===== config.mk =====
export PLATFORM = sky130hd
export DESIGN_NAME = mgmt_register_block
export DESIGN_NICKNAME = d
export VERILOG_FILES = /design/src/logic/bert_lane_pkg.sv /design/src/logic/mgmt_regmap_pkg.sv /design/src/logic/bert_lane_regs.sv /design/src/logic/crossbar_ctrl_regs.sv /design/src/logic/mgmt_addr_decoder.sv /design/src/logic/mgmt_read_mux.sv /design/src/logic/mgmt_register_block.sv
export SDC_FILE = /design/constraint.sdc
export NUM_CORES = 1
export LEC_CHECK = 0
export BUFFER_PORTS_ARGS = -buffer_cell sky130_fd_sc_hd__buf_2
export CAP_MARGIN = 20
export CORE_MARGIN = 1.5
export CORE_UTILIZATION = 45
export CTS_BUF_LIST = sky130_fd_sc_hd__clkbuf_16
export DETAILED_ROUTE_END_ITERATION = 10
export PLACE_DENSITY = 0.7
export SLEW_MARGIN = 20
export SYNTH_ARGS = -nofsm -noshare
export SYNTH_HDL_FRONTEND = slang
export SYNTH_SLANG_ARGS = --single-unit

===== constraint.sdc =====
create_clock -name clk -period 2.35 [get_ports clk]
set_input_delay 0.3525 -clock clk [delete_from_list [all_inputs] [get_ports clk]]
set_output_delay 0.3525 -clock clk [all_outputs]
set_load 0.005 [all_outputs]

===== src/logic/bert_lane_pkg.sv =====
package bert_lane_pkg;

	//////////////////////
	// Lane geometry

	localparam int NUM_LANES = 2;

	// PRBS select as the transceiver expects it
	localparam int PRBS_W = 3;

	// Dynamic reconfiguration port
	localparam int DRP_ADDR_W = 9;
	localparam int DRP_DATA_W = 16;

	// Output clock divider select
	localparam int CLKDIV_W = 3;

	// Trigger mux selector
	localparam int MUXSEL_W = 4;

	// TX driver fields
	localparam int SWING_W  = 4;
	localparam int CURSOR_W = 5;

	//////////////////////
	// Lane config words

	typedef struct packed {
		logic [PRBS_W-1:0]   prbsmode;
		logic [SWING_W-1:0]  swing;
		logic [CURSOR_W-1:0] precursor;
		logic [CURSOR_W-1:0] postcursor;
		logic                enable;
		logic                invert;
		logic [CLKDIV_W-1:0] clkdiv;
		logic                clk_from_qpll;
		logic                tx_reset;
	} lane_txconfig_t;

	typedef struct packed {
		logic [PRBS_W-1:0]   prbsmode;
		logic [CLKDIV_W-1:0] clkdiv;
		logic                clk_from_qpll;
		logic                pmareset;
		logic                rx_reset;
		logic                invert;
	} lane_rxconfig_t;

	// TX driver word, filled as two bus bytes and used as driver fields
	typedef union packed {
		logic [1:0][7:0] bytes;
		struct packed {
			logic                invert;
			logic                enable;
			logic [CURSOR_W-1:0] postcursor;
			logic [CURSOR_W-1:0] precursor;
			logic [SWING_W-1:0]  swing;
		} fields;
	} lane_tx_word_u;

endpackage


===== src/logic/mgmt_regmap_pkg.sv =====
package mgmt_regmap_pkg;

	//////////////////////
	// Bus geometry

	// Byte wide registers behind a 16 bit address
	localparam int MGMT_ADDR_W = 16;
	localparam int MGMT_DATA_W = 8;

	// Low address byte, enough to reach any register inside one region
	localparam int REG_OFFSET_W = 8;

	//////////////////////
	// Serial lane windows

	// Windows are aligned to their size so the offset is just the low address bits
	localparam int LANE_WINDOW = 32;
	localparam int LANE_OFFSET_W = $clog2(LANE_WINDOW);

	// Element 0 is lane 0
	localparam logic [1:0][MGMT_ADDR_W-1:0] LANE_BASE = {16'h00a0, 16'h0080};

	// Offsets inside a lane window
	localparam logic [LANE_OFFSET_W-1:0] LANE_REG_PRBS = 5'h00;
	localparam logic [LANE_OFFSET_W-1:0] LANE_REG_TX   = 5'h02;
	localparam logic [LANE_OFFSET_W-1:0] LANE_REG_TX_1 = 5'h03;
	localparam logic [LANE_OFFSET_W-1:0] LANE_REG_WD   = 5'h04;
	localparam logic [LANE_OFFSET_W-1:0] LANE_REG_WD_1 = 5'h05;
	localparam logic [LANE_OFFSET_W-1:0] LANE_REG_AD   = 5'h06;
	localparam logic [LANE_OFFSET_W-1:0] LANE_REG_AD_1 = 5'h07;
	localparam logic [LANE_OFFSET_W-1:0] LANE_REG_RD   = 5'h08;
	localparam logic [LANE_OFFSET_W-1:0] LANE_REG_RD_1 = 5'h09;
	localparam logic [LANE_OFFSET_W-1:0] LANE_REG_STAT = 5'h0a;
	localparam logic [LANE_OFFSET_W-1:0] LANE_REG_CLK  = 5'h0c;
	localparam logic [LANE_OFFSET_W-1:0] LANE_REG_RST  = 5'h0e;
	localparam logic [LANE_OFFSET_W-1:0] LANE_REG_RX   = 5'h10;

	//////////////////////
	// Crossbar controls

	// Relay toggle is channel in the low byte, direction in bit 7 of the high byte
	localparam logic [MGMT_ADDR_W-1:0] REG_RELAY_TOGGLE   = 16'h0070;
	localparam logic [MGMT_ADDR_W-1:0] REG_RELAY_TOGGLE_1 = 16'h0071;
	localparam logic [MGMT_ADDR_W-1:0] REG_RELAY_STAT     = 16'h0072;
	localparam logic [MGMT_ADDR_W-1:0] REG_RELAY_STAT_1   = 16'h0073;
	localparam int RELAY_CHANNEL_W = 2;

	// One selector per trigger output, consecutive addresses
	localparam logic [MGMT_ADDR_W-1:0] REG_MUXSEL_BASE = 16'h00f0;
	localparam int NUM_MUX_CHANNELS = 12;

	// Region a read returns from, lane values match the lane index
	typedef enum logic [1:0] {
		RD_SRC_LANE0 = 2'd0,
		RD_SRC_LANE1 = 2'd1,
		RD_SRC_XBAR  = 2'd2,
		RD_SRC_NONE  = 2'd3
	} rd_src_t;

endpackage


===== src/logic/bert_lane_regs.sv =====
`timescale 1ns/1ps

module bert_lane_regs
	import mgmt_regmap_pkg::*, bert_lane_pkg::*;
(
	input  logic                     clk,
	input  logic                     rst,

	// Writes already decoded to this lane
	input  logic                     wr_en,
	input  logic [LANE_OFFSET_W-1:0] wr_offset,
	input  logic [MGMT_DATA_W-1:0]   wr_data,

	// Combinational read back
	input  logic [LANE_OFFSET_W-1:0] rd_offset,
	output logic [MGMT_DATA_W-1:0]   rd_byte,

	// Transceiver configuration
	output lane_txconfig_t           tx_config,
	output lane_rxconfig_t           rx_config,
	output logic                     config_updated,

	// Dynamic reconfiguration port
	output logic                     drp_en,
	output logic                     drp_we,
	output logic [DRP_ADDR_W-1:0]    drp_addr,
	output logic [DRP_DATA_W-1:0]    drp_wdata,
	input  logic [DRP_DATA_W-1:0]    drp_rdata,
	input  logic                     drp_done,
	input  logic                     rx_rstdone
);

	lane_tx_word_u         tx_word;
	logic [PRBS_W-1:0]     tx_prbsmode;
	logic [CLKDIV_W-1:0]   tx_clkdiv;
	logic                  tx_clk_from_qpll;
	logic                  tx_reset;
	logic                  drp_busy;
	logic [DRP_DATA_W-1:0] drp_rdata_q;

	// TX side gathered from the driver word and its own fields
	always_comb begin
		tx_config.prbsmode      = tx_prbsmode;
		tx_config.swing         = tx_word.fields.swing;
		tx_config.precursor     = tx_word.fields.precursor;
		tx_config.postcursor    = tx_word.fields.postcursor;
		tx_config.enable        = tx_word.fields.enable;
		tx_config.invert        = tx_word.fields.invert;
		tx_config.clkdiv        = tx_clkdiv;
		tx_config.clk_from_qpll = tx_clk_from_qpll;
		tx_config.tx_reset      = tx_reset;
	end

	//////////////////////
	// Config registers

	always_ff @(posedge clk) begin
		config_updated <= 1'b0;
		drp_en         <= 1'b0;

		if (rst) begin
			tx_word          <= '0;
			tx_prbsmode      <= '0;
			tx_clkdiv        <= '0;
			tx_clk_from_qpll <= 1'b0;
			tx_reset         <= 1'b0;
			rx_config        <= '0;
		end else if (wr_en) begin
			case (wr_offset)
				// RX mode low nibble, TX mode high nibble
				LANE_REG_PRBS: begin
					rx_config.prbsmode <= wr_data[PRBS_W-1:0];
					tx_prbsmode        <= wr_data[4 +: PRBS_W];
					config_updated     <= 1'b1;
				end

				// Low byte only stages, high byte commits the driver word
				LANE_REG_TX:
					tx_word.bytes[0] <= wr_data;
				LANE_REG_TX_1: begin
					tx_word.bytes[1] <= wr_data;
					config_updated   <= 1'b1;
				end

				LANE_REG_CLK: begin
					tx_clkdiv               <= wr_data[CLKDIV_W-1:0];
					tx_clk_from_qpll        <= wr_data[3];
					rx_config.clkdiv        <= wr_data[4 +: CLKDIV_W];
					rx_config.clk_from_qpll <= wr_data[7];
					config_updated          <= 1'b1;
				end

				LANE_REG_RST: begin
					rx_config.pmareset <= wr_data[0];
					tx_reset           <= wr_data[1];
					rx_config.rx_reset <= wr_data[2];
					config_updated     <= 1'b1;
				end

				LANE_REG_RX: begin
					rx_config.invert <= wr_data[0];
					config_updated   <= 1'b1;
				end

				// High address byte launches the DRP access
				LANE_REG_AD_1:
					drp_en <= 1'b1;

				default: begin
				end
			endcase
		end
	end

	//////////////////////
	// DRP transaction

	// Write data goes first, then the address bytes
	always_ff @(posedge clk) begin
		if (wr_en) begin
			case (wr_offset)
				LANE_REG_WD:   drp_wdata[7:0]  <= wr_data;
				LANE_REG_WD_1: drp_wdata[15:8] <= wr_data;
				LANE_REG_AD:   drp_addr[7:0]   <= wr_data;
				LANE_REG_AD_1: begin
					drp_we                <= wr_data[7];
					drp_addr[DRP_ADDR_W-1] <= wr_data[0];
				end
				default: begin
				end
			endcase
		end

		// Hold read data until the next access completes
		if (drp_done)
			drp_rdata_q <= drp_rdata;
	end

	// Busy from launch until the transceiver answers
	always_ff @(posedge clk) begin
		if (rst)
			drp_busy <= 1'b0;
		else if (drp_en)
			drp_busy <= 1'b1;
		else if (drp_done)
			drp_busy <= 1'b0;
	end

	// Launch cycle already counts as busy
	always_comb begin
		case (rd_offset)
			LANE_REG_RD:   rd_byte = drp_rdata_q[7:0];
			LANE_REG_RD_1: rd_byte = drp_rdata_q[15:8];
			LANE_REG_STAT: rd_byte = {6'b0, rx_rstdone, drp_busy | drp_en};
			default:       rd_byte = '0;
		endcase
	end

	// Transceiver only answers an access this lane started
	assert property (@(posedge clk) disable iff (rst) drp_done |-> drp_busy);

endmodule


===== src/logic/crossbar_ctrl_regs.sv =====
`timescale 1ns/1ps

module crossbar_ctrl_regs
	import mgmt_regmap_pkg::*, bert_lane_pkg::*;
(
	input  logic                       clk,
	input  logic                       rst,

	// Writes already decoded to the crossbar region
	input  logic                       wr_en,
	input  logic [REG_OFFSET_W-1:0]    wr_offset,
	input  logic [MGMT_DATA_W-1:0]     wr_data,

	input  logic [REG_OFFSET_W-1:0]    rd_offset,
	output logic [MGMT_DATA_W-1:0]     rd_byte,

	// Trigger mux selectors
	output logic [MUXSEL_W-1:0]        muxsel [NUM_MUX_CHANNELS],

	// Relay driver
	output logic                       relay_en,
	output logic                       relay_dir,
	output logic [RELAY_CHANNEL_W-1:0] relay_channel,
	input  logic                       relay_done
);

	logic [RELAY_CHANNEL_W-1:0] channel_staged;
	logic                       relay_busy;
	logic                       relay_active;
	logic                       toggle_wr;

	// Launch cycle counts as busy for status and for new toggles
	assign relay_active = relay_busy | relay_en;
	assign toggle_wr = wr_en && (wr_offset == REG_RELAY_TOGGLE_1[REG_OFFSET_W-1:0]);

	//////////////////////
	// Selector bank

	always_ff @(posedge clk) begin
		if (rst) begin
			for (int i = 0; i < NUM_MUX_CHANNELS; i++)
				muxsel[i] <= '0;
		end else if (wr_en) begin
			for (int i = 0; i < NUM_MUX_CHANNELS; i++) begin
				if (wr_offset == REG_MUXSEL_BASE[REG_OFFSET_W-1:0] + REG_OFFSET_W'(i))
					muxsel[i] <= wr_data[MUXSEL_W-1:0];
			end
		end
	end

	//////////////////////
	// Relay toggles

	always_ff @(posedge clk) begin
		relay_en <= 1'b0;

		if (rst) begin
			relay_busy     <= 1'b0;
			relay_dir      <= 1'b0;
			relay_channel  <= '0;
			channel_staged <= '0;
		end else begin
			if (relay_done)
				relay_busy <= 1'b0;
			if (relay_en)
				relay_busy <= 1'b1;

			// Channel may be staged at any time, outputs move only on launch
			if (wr_en && (wr_offset == REG_RELAY_TOGGLE[REG_OFFSET_W-1:0]))
				channel_staged <= wr_data[RELAY_CHANNEL_W-1:0];

			// Toggles during a move are dropped
			if (toggle_wr && !relay_active) begin
				relay_en      <= 1'b1;
				relay_dir     <= wr_data[7];
				relay_channel <= channel_staged;
			end
		end
	end

	always_comb begin
		rd_byte = '0;
		case (rd_offset)
			// Low status byte is reserved
			REG_RELAY_STAT[REG_OFFSET_W-1:0]:
				rd_byte = '0;
			REG_RELAY_STAT_1[REG_OFFSET_W-1:0]:
				rd_byte = {{(MGMT_DATA_W-1){1'b0}}, relay_active};
			default: begin
				for (int i = 0; i < NUM_MUX_CHANNELS; i++) begin
					if (rd_offset == REG_MUXSEL_BASE[REG_OFFSET_W-1:0] + REG_OFFSET_W'(i))
						rd_byte = {{(MGMT_DATA_W-MUXSEL_W){1'b0}}, muxsel[i]};
				end
			end
		endcase
	end

	// A relay move never starts while the previous one is still in flight
	assert property (@(posedge clk) disable iff (rst) relay_en |-> !relay_busy);

endmodule


===== src/logic/mgmt_addr_decoder.sv =====
`timescale 1ns/1ps

module mgmt_addr_decoder
	import mgmt_regmap_pkg::*, bert_lane_pkg::*;
(
	input  logic                    clk,
	input  logic                    rst,

	// Host bus access, same cycle
	input  logic                    rd_en,
	input  logic [MGMT_ADDR_W-1:0]  rd_addr,
	input  logic                    wr_en,
	input  logic [MGMT_ADDR_W-1:0]  wr_addr,

	// Region selects
	output logic [NUM_LANES-1:0]    lane_wr_en,
	output logic                    xbar_wr_en,
	output logic [REG_OFFSET_W-1:0] wr_offset,
	output rd_src_t                 rd_src,
	output logic [REG_OFFSET_W-1:0] rd_offset
);

	// Lane window hit, upper address bits against the aligned base
	function automatic logic in_lane(input logic [MGMT_ADDR_W-1:0] addr, input int lane);
		logic [MGMT_ADDR_W-1:0] base;
		base = LANE_BASE[lane];
		return addr[MGMT_ADDR_W-1:LANE_OFFSET_W] == base[MGMT_ADDR_W-1:LANE_OFFSET_W];
	endfunction

	// Crossbar region is the relay block plus the selector bank
	function automatic logic in_xbar(input logic [MGMT_ADDR_W-1:0] addr);
		logic relay_hit;
		logic muxsel_hit;
		relay_hit = (addr >= REG_RELAY_TOGGLE) && (addr <= REG_RELAY_STAT_1);
		muxsel_hit = (addr >= REG_MUXSEL_BASE) &&
			(addr < REG_MUXSEL_BASE + MGMT_ADDR_W'(NUM_MUX_CHANNELS));
		return relay_hit || muxsel_hit;
	endfunction

	// Regions decode on the low byte from here on
	assign wr_offset = wr_addr[REG_OFFSET_W-1:0];
	assign rd_offset = rd_addr[REG_OFFSET_W-1:0];

	assign xbar_wr_en = wr_en && in_xbar(wr_addr);

	always_comb begin
		lane_wr_en = '0;

		// Anything not claimed below reads back as zero
		rd_src = RD_SRC_NONE;

		for (int i = 0; i < NUM_LANES; i++) begin
			if (wr_en && in_lane(wr_addr, i))
				lane_wr_en[i] = 1'b1;
			if (rd_en && in_lane(rd_addr, i))
				rd_src = rd_src_t'(i);
		end

		if (rd_en && in_xbar(rd_addr))
			rd_src = RD_SRC_XBAR;
	end

	// A write lands in at most one region
	assert property (@(posedge clk) disable iff (rst) $onehot0({lane_wr_en, xbar_wr_en}));

endmodule


===== src/logic/mgmt_read_mux.sv =====
`timescale 1ns/1ps

module mgmt_read_mux
	import mgmt_regmap_pkg::*, bert_lane_pkg::*;
(
	input  logic                   clk,
	input  logic                   rst,

	// Read strobe and decoded source, same cycle
	input  logic                   rd_en,
	input  rd_src_t                rd_src,

	// Combinational bytes from every region
	input  logic [MGMT_DATA_W-1:0] lane_rd_byte [NUM_LANES],
	input  logic [MGMT_DATA_W-1:0] xbar_rd_byte,

	// Host side, one cycle after rd_en
	output logic                   rd_valid,
	output logic [MGMT_DATA_W-1:0] rd_data
);

	logic [MGMT_DATA_W-1:0] rd_sel;

	// Unmapped reads return zero
	always_comb begin
		case (rd_src)
			RD_SRC_LANE0: rd_sel = lane_rd_byte[0];
			RD_SRC_LANE1: rd_sel = lane_rd_byte[1];
			RD_SRC_XBAR:  rd_sel = xbar_rd_byte;
			default:      rd_sel = '0;
		endcase
	end

	//////////////////////
	// Response register

	// Single cycle valid, no back-pressure
	always_ff @(posedge clk) begin
		if (rst)
			rd_valid <= 1'b0;
		else
			rd_valid <= rd_en;
	end

	// Data held until the next read
	always_ff @(posedge clk) begin
		if (rd_en)
			rd_data <= rd_sel;
	end

endmodule


===== src/logic/mgmt_register_block.sv =====
`timescale 1ns/1ps

module mgmt_register_block
	import mgmt_regmap_pkg::*, bert_lane_pkg::*;
(
	input  logic                       clk,
	input  logic                       rst,

	// Host byte bus
	input  logic                       rd_en,
	input  logic [MGMT_ADDR_W-1:0]     rd_addr,
	output logic                       rd_valid,
	output logic [MGMT_DATA_W-1:0]     rd_data,
	input  logic                       wr_en,
	input  logic [MGMT_ADDR_W-1:0]     wr_addr,
	input  logic [MGMT_DATA_W-1:0]     wr_data,

	// Per lane transceiver config
	output lane_txconfig_t             tx_config [NUM_LANES],
	output lane_rxconfig_t             rx_config [NUM_LANES],
	output logic [NUM_LANES-1:0]       config_updated,

	// Per lane DRP
	output logic [NUM_LANES-1:0]       drp_en,
	output logic [NUM_LANES-1:0]       drp_we,
	output logic [DRP_ADDR_W-1:0]      drp_addr [NUM_LANES],
	output logic [DRP_DATA_W-1:0]      drp_wdata [NUM_LANES],
	input  logic [DRP_DATA_W-1:0]      drp_rdata [NUM_LANES],
	input  logic [NUM_LANES-1:0]       drp_done,
	input  logic [NUM_LANES-1:0]       rx_rstdone,

	// Crossbar
	output logic [MUXSEL_W-1:0]        muxsel [NUM_MUX_CHANNELS],
	output logic                       relay_en,
	output logic                       relay_dir,
	output logic [RELAY_CHANNEL_W-1:0] relay_channel,
	input  logic                       relay_done
);

	logic [NUM_LANES-1:0]    lane_wr_en;
	logic                    xbar_wr_en;
	logic [REG_OFFSET_W-1:0] wr_offset;
	logic [REG_OFFSET_W-1:0] rd_offset;
	rd_src_t                 rd_src;
	logic [MGMT_DATA_W-1:0]  lane_rd_byte [NUM_LANES];
	logic [MGMT_DATA_W-1:0]  xbar_rd_byte;

	mgmt_addr_decoder u_decoder (
		.clk        (clk),
		.rst        (rst),
		.rd_en      (rd_en),
		.rd_addr    (rd_addr),
		.wr_en      (wr_en),
		.wr_addr    (wr_addr),
		.lane_wr_en (lane_wr_en),
		.xbar_wr_en (xbar_wr_en),
		.wr_offset  (wr_offset),
		.rd_src     (rd_src),
		.rd_offset  (rd_offset)
	);

	//////////////////////
	// Lane windows

	// Each lane sees only the offset bits of its window
	for (genvar i = 0; i < NUM_LANES; i++) begin : g_lane
		bert_lane_regs u_lane (
			.clk            (clk),
			.rst            (rst),
			.wr_en          (lane_wr_en[i]),
			.wr_offset      (wr_offset[LANE_OFFSET_W-1:0]),
			.wr_data        (wr_data),
			.rd_offset      (rd_offset[LANE_OFFSET_W-1:0]),
			.rd_byte        (lane_rd_byte[i]),
			.tx_config      (tx_config[i]),
			.rx_config      (rx_config[i]),
			.config_updated (config_updated[i]),
			.drp_en         (drp_en[i]),
			.drp_we         (drp_we[i]),
			.drp_addr       (drp_addr[i]),
			.drp_wdata      (drp_wdata[i]),
			.drp_rdata      (drp_rdata[i]),
			.drp_done       (drp_done[i]),
			.rx_rstdone     (rx_rstdone[i])
		);
	end

	crossbar_ctrl_regs u_xbar (
		.clk           (clk),
		.rst           (rst),
		.wr_en         (xbar_wr_en),
		.wr_offset     (wr_offset),
		.wr_data       (wr_data),
		.rd_offset     (rd_offset),
		.rd_byte       (xbar_rd_byte),
		.muxsel        (muxsel),
		.relay_en      (relay_en),
		.relay_dir     (relay_dir),
		.relay_channel (relay_channel),
		.relay_done    (relay_done)
	);

	mgmt_read_mux u_read_mux (
		.clk          (clk),
		.rst          (rst),
		.rd_en        (rd_en),
		.rd_src       (rd_src),
		.lane_rd_byte (lane_rd_byte),
		.xbar_rd_byte (xbar_rd_byte),
		.rd_valid     (rd_valid),
		.rd_data      (rd_data)
	);

endmodule


==> After elaboration in Yosys (flattened, before gate mapping) <==
Index checks and enable logic that the tools add are counted.
Widths: inputs -> output; s select.
{ "word_totals": {"ff_bits": 222} }
{ "classes": {"magnitude_cmp": 8, "n_eq_ne": 46, "muxes": 30, "bitwise_logic": 5, "n_reduce_logical": 56} }
{ "ops": {"columns": ["op", "n"], "rows": [
  ["$eq 8x8->1 const B", 24],
  ["$pmux 8 s3", 3],
  ["$reduce_and 2->1", 32],
  ["$mux 4", 12],
  ["$eq 11x3->1 const B", 4],
  ["$eq 8x7->1 const B", 4],
  ["$ge 16x7->1 const B", 2],
  ["$ge 16x8->1 const B", 2],
  ["$le 16x7->1 const B", 2],
  ["$lt 16x8->1 const B", 2],
  ["$eq 5x4->1 const B", 5],
  ["$eq 5x3->1 const B", 4],
  ["$pmux 8 s2", 1],
  ["$logic_and 1x1->1", 13],
  ["$mux 1", 11],
  ["$eq 5x2->1 const B", 2],
  ["$mux 2", 3],
  ["$reduce_bool 2->1", 3],
  ["$eq 5x5->1 const B", 1],
  ["$logic_not 5->1", 1],
  ["$reduce_or 5->1", 1],
  ["$reduce_or 2->1", 2],
  ["$or 1x1->1", 3],
  ["$eq 2x1->1 const B", 1],
  ["5 further kinds", 7]
]} }

==> Longest topological paths before layout <==
{ "depth": {"depth_word": 15, "ltp_mapped": 8} }

==> Modules after synthesis <==
From an unflattened synthesis, not the netlist that was laid out.
{ "unflattened": {"cells_unflattened": 827, "area_unflattened_um2": 9280.2} }
{ "modules_own_cells": {"columns": ["module", "instances", "cells_per_inst", "area_each_um2", "seq_area_each_um2"], "rows": [
  ["bert_lane_regs", 2, 220, 2947.8, 2001.9],
  ["crossbar_ctrl_regs", 1, 322, 2675.1, 1101.1],
  ["mgmt_read_mux", 1, 30, 464.2, 260.2],
  ["mgmt_addr_decoder", 1, 35, 245.2, 0.0]
]} }

==> Worst setup path after synthesis <==
OpenSTA, ideal clock, no wires.
{ "synth_path": {"kind": "in2reg", "startpoint": "in wr_addr[8]", "endpoint": "reg g_lane[1].u_lane.drp_wdata[0] (enable)", "setup_time_ps": 383, "arrival_time_ps": 1766, "setup_slack_ps": 200, "cell_stages": 6, "n_path_buf": 0, "cell_sequence": "nor3_2 > and4_1 > nand2_1 > nor2_1 > nand3_1 > nor3_1"} }
{ "synth_between": {"elab_chain_cells": 4} }
{ "synth_lines": {"columns": ["item", "line_no", "rtl"], "rows": [
  ["start, declared", "mgmt_register_block.sv:15", "input logic [MGMT_ADDR_W-1:0] wr_addr,"],
  ["$eq 11x3->1", "mgmt_addr_decoder.sv:27", "return addr[MGMT_ADDR_W-1:LANE_OFFSET_W] == base[MGMT_ADDR_W-1:LANE_OFFSET_W];"],
  ["$logic_and 1x1->1", "mgmt_addr_decoder.sv:53", "if (wr_en && in_lane(wr_addr, i))"],
  ["$mux 1", "mgmt_addr_decoder.sv:53", null],
  ["$reduce_and 2->1 (no line)", null, null],
  ["end signal, assigned", "bert_lane_regs.sv:122", "LANE_REG_WD: drp_wdata[7:0] <= wr_data;"],
  ["end, declared", "bert_lane_regs.sv:27", "output logic [DRP_DATA_W-1:0] drp_wdata,"]
]} }
Every way passes these cells.
A chain may end at the register's enable or synchronous reset.

==> Worst setup path in the final report <==
{ "layout_path": {"startpoint": "in wr_addr[8]", "endpoint": "reg u_xbar.relay_channel[0]"} }
{ "layout_between": {"elab_chain_cells": 6, "elab_cells_between_ends": 10, "cone_classes": "order compare (4); reduce/logical (6)"} }
{ "layout_lines": {"columns": ["item", "line_no", "rtl"], "rows": [
  ["$ge 16x7->1 (tied with other cells)", "mgmt_addr_decoder.sv:34", "relay_hit = (addr >= REG_RELAY_TOGGLE) && (addr <= REG_RELAY_STAT_1);"],
  ["$logic_and 1x1->1, on equally long branches", "mgmt_addr_decoder.sv:34, mgmt_addr_decoder.sv:35", null],
  ["$logic_or 1x1->1 (*)", "mgmt_addr_decoder.sv:37", "return relay_hit || muxsel_hit;"],
  ["$logic_and 1x1->1 (*)", "mgmt_addr_decoder.sv:44", "assign xbar_wr_en = wr_en && in_xbar(wr_addr);"],
  ["$logic_and 1x1->1 (*)", "crossbar_ctrl_regs.sv:34", "assign toggle_wr = wr_en && (wr_offset == REG_RELAY_TOGGLE_1[REG_OFFSET_W-1:0]);"],
  ["$logic_and 1x1->1 (*)", "crossbar_ctrl_regs.sv:73", "if (toggle_wr && !relay_active) begin"],
  ["end signal, assigned", "crossbar_ctrl_regs.sv:76", "relay_channel <= channel_staged;"],
  ["end, declared", "crossbar_ctrl_regs.sv:23", "output logic [RELAY_CHANNEL_W-1:0] relay_channel,"]
]} }
Every way passes the cells marked *; elsewhere a longest branch is shown, timed or not.

==> results.md <==
- Worst Reg-to-Reg Cells: 6
- EDFF count, synth: 92
- Crit path kind: in -> reg
- Flop-to-flop setup slack: 0.71 ns
- Power consumption: 8.158 mW
- DRT antenna net count: 0
- Area Growth Syn to Fin: 28.08%
- Pin count of the biggest net entering global routing: 57
- Core footprint: 0.01883 mm^2
- Hold Path Class: in -> reg
- Max_cap viols: 0
- Vias in the first global route: 6,581
- Die Area: 0.02022 mm^2
- Port Buffers: 265
- Boundary Pins: 266
- Synthesized area: 0.008720 mm^2
- First-pass GRT wire length: 35.73 mm
- Cells after Synth: 825
- Congestion Overflow GR: 0
- Syn. warnings: 0
- Drc violations: 0
- Status: complete, no violations
- Clock transition at path regs: 0.06 ns
- Crit path max fanout: 4
- Top cell type by total area after synthesis: edfxtp_1
- Synth async-reset ratio: 0%
- Post-cts hold buffer count: 0
- Clk sinks: 222
- Synthesized area per cell: 10.57 um^2
- Setup_tns: 0 ns
- Pre-Repair DR Iteration Count: 5
- Drt first-iter violations: 547
- Slew Limit Fails: 0
- Die height: 142.2 um
- Fill cells: 1,596
- CTS Buf Count: 24
- Worst Max-Slew Pin Slew: 0.7287 ns
- Post-CTS Setup Inserts: 0
- Final setup vio count: 0
- Starting Density: 46.31%
- CP Data Arrival Time: 2.07 ns
- Post-DP HPWL: 17.02 mm
- Layout cells sized above 1: 31.65%
- ANT cells: 0
- Clock skew: 0.01335 ns
- Worst reg2reg path endpoint: u_read_mux.rd_data[3]
- Crit-path cells: buf_2 > nor3_2 > nand4_1 > or4_4 > nor4_4 > mux2i_1 > nor2_1
- Unrepaired setup endpoints after global routing: no
- Main synth FF type: dfxtp_1
- Worst Setup End Kind: register
- Peak Freq: 0.5950 GHz
- Leakage: 4.741 nW
- Hold_sp: drp_rdata[20]
- # H-tree levels: 1
- Final cycle utilization of the critical path: 71.51%
- Vias: 6,971
- Syn_nets: 906
- Resized cells post-CTS: 0
- GPL Wtd Cong: 0.8535
- Clock Latency Late Sink: 0.51 ns
- Worst path slowest cell: or4_4
- Yosys cell types: 57
- Top cells by area, synth: edfxtp_1 (32%), dfxtp_1 (30%), mux2i_1 (8.2%), nand2_1 (5.6%), nor2_1 (4.6%)
- CP Capture Point: u_xbar.relay_channel[0]
- Peak VDD IR: 0.5847 mV
- Max incr delay on CP: 0.62 ns
- Required time worst endpoint: 2.74 ns
- Initial antenna violation count: 0
- Routed WL: 23.58 mm
- #FFs+latches synth: 222
- Sequential share of the synthesized area: 61.53%
- CTS Root Cell: clkbuf_16
- Routed length per instance: 17.26 um
- Rel. slew slack: 51.42%
- Post-layout minimum cycle time: 1.681 ns
- Critical path origin: wr_addr[8]
- CTS tree: done
- Max Root-Sink Buffers: 3
- Global Route Usage Sum: 22.82%
- Area share of the largest cell type after synthesis: 31.68%
- Die width: 142.2 um
- Vias/cell: 5.103
- PwrDens: 730.5 mW/mm^2
- Nets: 1,171
- Worst reg2reg path startpoint: u_xbar.muxsel[23]
- Final Hold Viols: 0
- # rows: 50
- Startpoint types: input pin
==> cell usage after synthesis, drive strengths merged (2+ instances only) <==
library cell	instances
a211oi	8
a21o	2
a21oi	72
a221oi	4
a22oi	5
and4	2
buf	21
clkbuf	39
dfxtp	130
edfxtp	92
inv	7
mux2i	71
mux4	2
nand2	130
nand2b	10
nand3	20
nand4	4
nand4b	2
nor2	109
nor2b	13
nor3	11
nor3b	2
nor4	4
nor4b	3
o211ai	2
o21ai	22
o22ai	4
o2bb2ai	4
o32ai	2
or2	8
or3b	2
==> power by group <==
part | total, mW | switching [mW] | internal, mW
sequential | 4.08 | 0.0135 | 4.06
combinational | 0.359 | 0.234 | 0.125
clock | 3.72 | 1.47 | 2.25
==> flip-flops by register name (all words and copies together), names as in the netlist, 6 cells and up <==
name / count
g_lane.u_lane.drp_wdata: 32
g_lane.u_lane.tx_prbsmode: 6
g_lane.u_lane.tx_word: 32
g_lane.u_lane.drp_addr: 18
g_lane.u_lane.tx_clkdiv: 6
u_read_mux.rd_data: 8
u_xbar.muxsel: 48
g_lane.u_lane.rx_config: 20
g_lane.u_lane.drp_rdata_q: 32
==> cell families after synthesis <==
logic type             share of synthesized area, %
buffers and inverters                         3.430
AND/OR/NAND/NOR                               16.90
AO/OA/AOI/OAI                                 9.341
flip-flops                                    61.53
multiplexers                                  8.796
==> routing by layer <==
| layer | part of all wire, % | routed length, um | GRT usage, % |
|---|---|---|---|
| met1 | 41 | 9626 | 29.30 |
| met2 | 48 | 11310 | 38.07 |
| met3 | 8.7 | 2046 | 5.451 |
| met4 | 2.5 | 599 | 7.434 |
| met5 | 0 | 0 | 0 |
==> cell type report <==
class,count,area [um^2],share of cell area (%)
Timing Repair Buffer,299,1609,14.41
Inverter,7,26.28,0.2353
Multi-Input combinational cell,536,3055,27.36
Tap cell,260,325.3,2.913
Sequential cell,222,5365,48.04
Clock buffer,25,625.6,5.602
Clock inverter,17,161.4,1.445
==> metrics by stage <==
stage	cell area, um^2	instances	worst slack, ns	util (%)	hold WS (ns)
after global placement	10380	1324	0.1859	55.13	0.4357
final	11170	1366	0.6695	59.31	0.02669
after detailed placement	10380	1324	0.1267	55.13	0.4416
after global routing	11170	1366	0.5412	59.31	0.0002540
after CTS	11170	1366	0.6621	59.31	0.004688
after floorplan	8720	825	0.2003	-	0.4322
==> how the worst min path moves through the flow <==
stage                                             end  slack, ns  cells past startpoint
floorplan           g_lane[1].u_lane.tx_clk_from_qpll       0.43                      2
global placement        g_lane[1].u_lane.tx_clkdiv[0]       0.44                      2
detailed placement        g_lane[0].u_lane.tx_word[3]       0.44                      2
CTS                   g_lane[0].u_lane.drp_rdata_q[4]      0.005                      1
global route          g_lane[1].u_lane.drp_rdata_q[5]     0.0003                      1
finish                g_lane[0].u_lane.drp_rdata_q[4]       0.03                      1
==> critical path, delay by kind of cell <==
family        cells  cell delay (ns)
mux               1             0.24
buf+inv           1             0.10
simple gates      5             1.38
==> cells in the final DEF (no fill, tap or decap), types with 13 or more instances in the layout <==
master,count
buf_2,264
nand2_1,130
dfxtp_1,130
nor2_1,107
edfxtp_1,92
a21oi_1,72
mux2i_1,71
buf_4,33
clkbuf_16,25
o21ai_0,21
nand3_1,20
nor2b_1,13
Power figures use the tool's default switching activity.
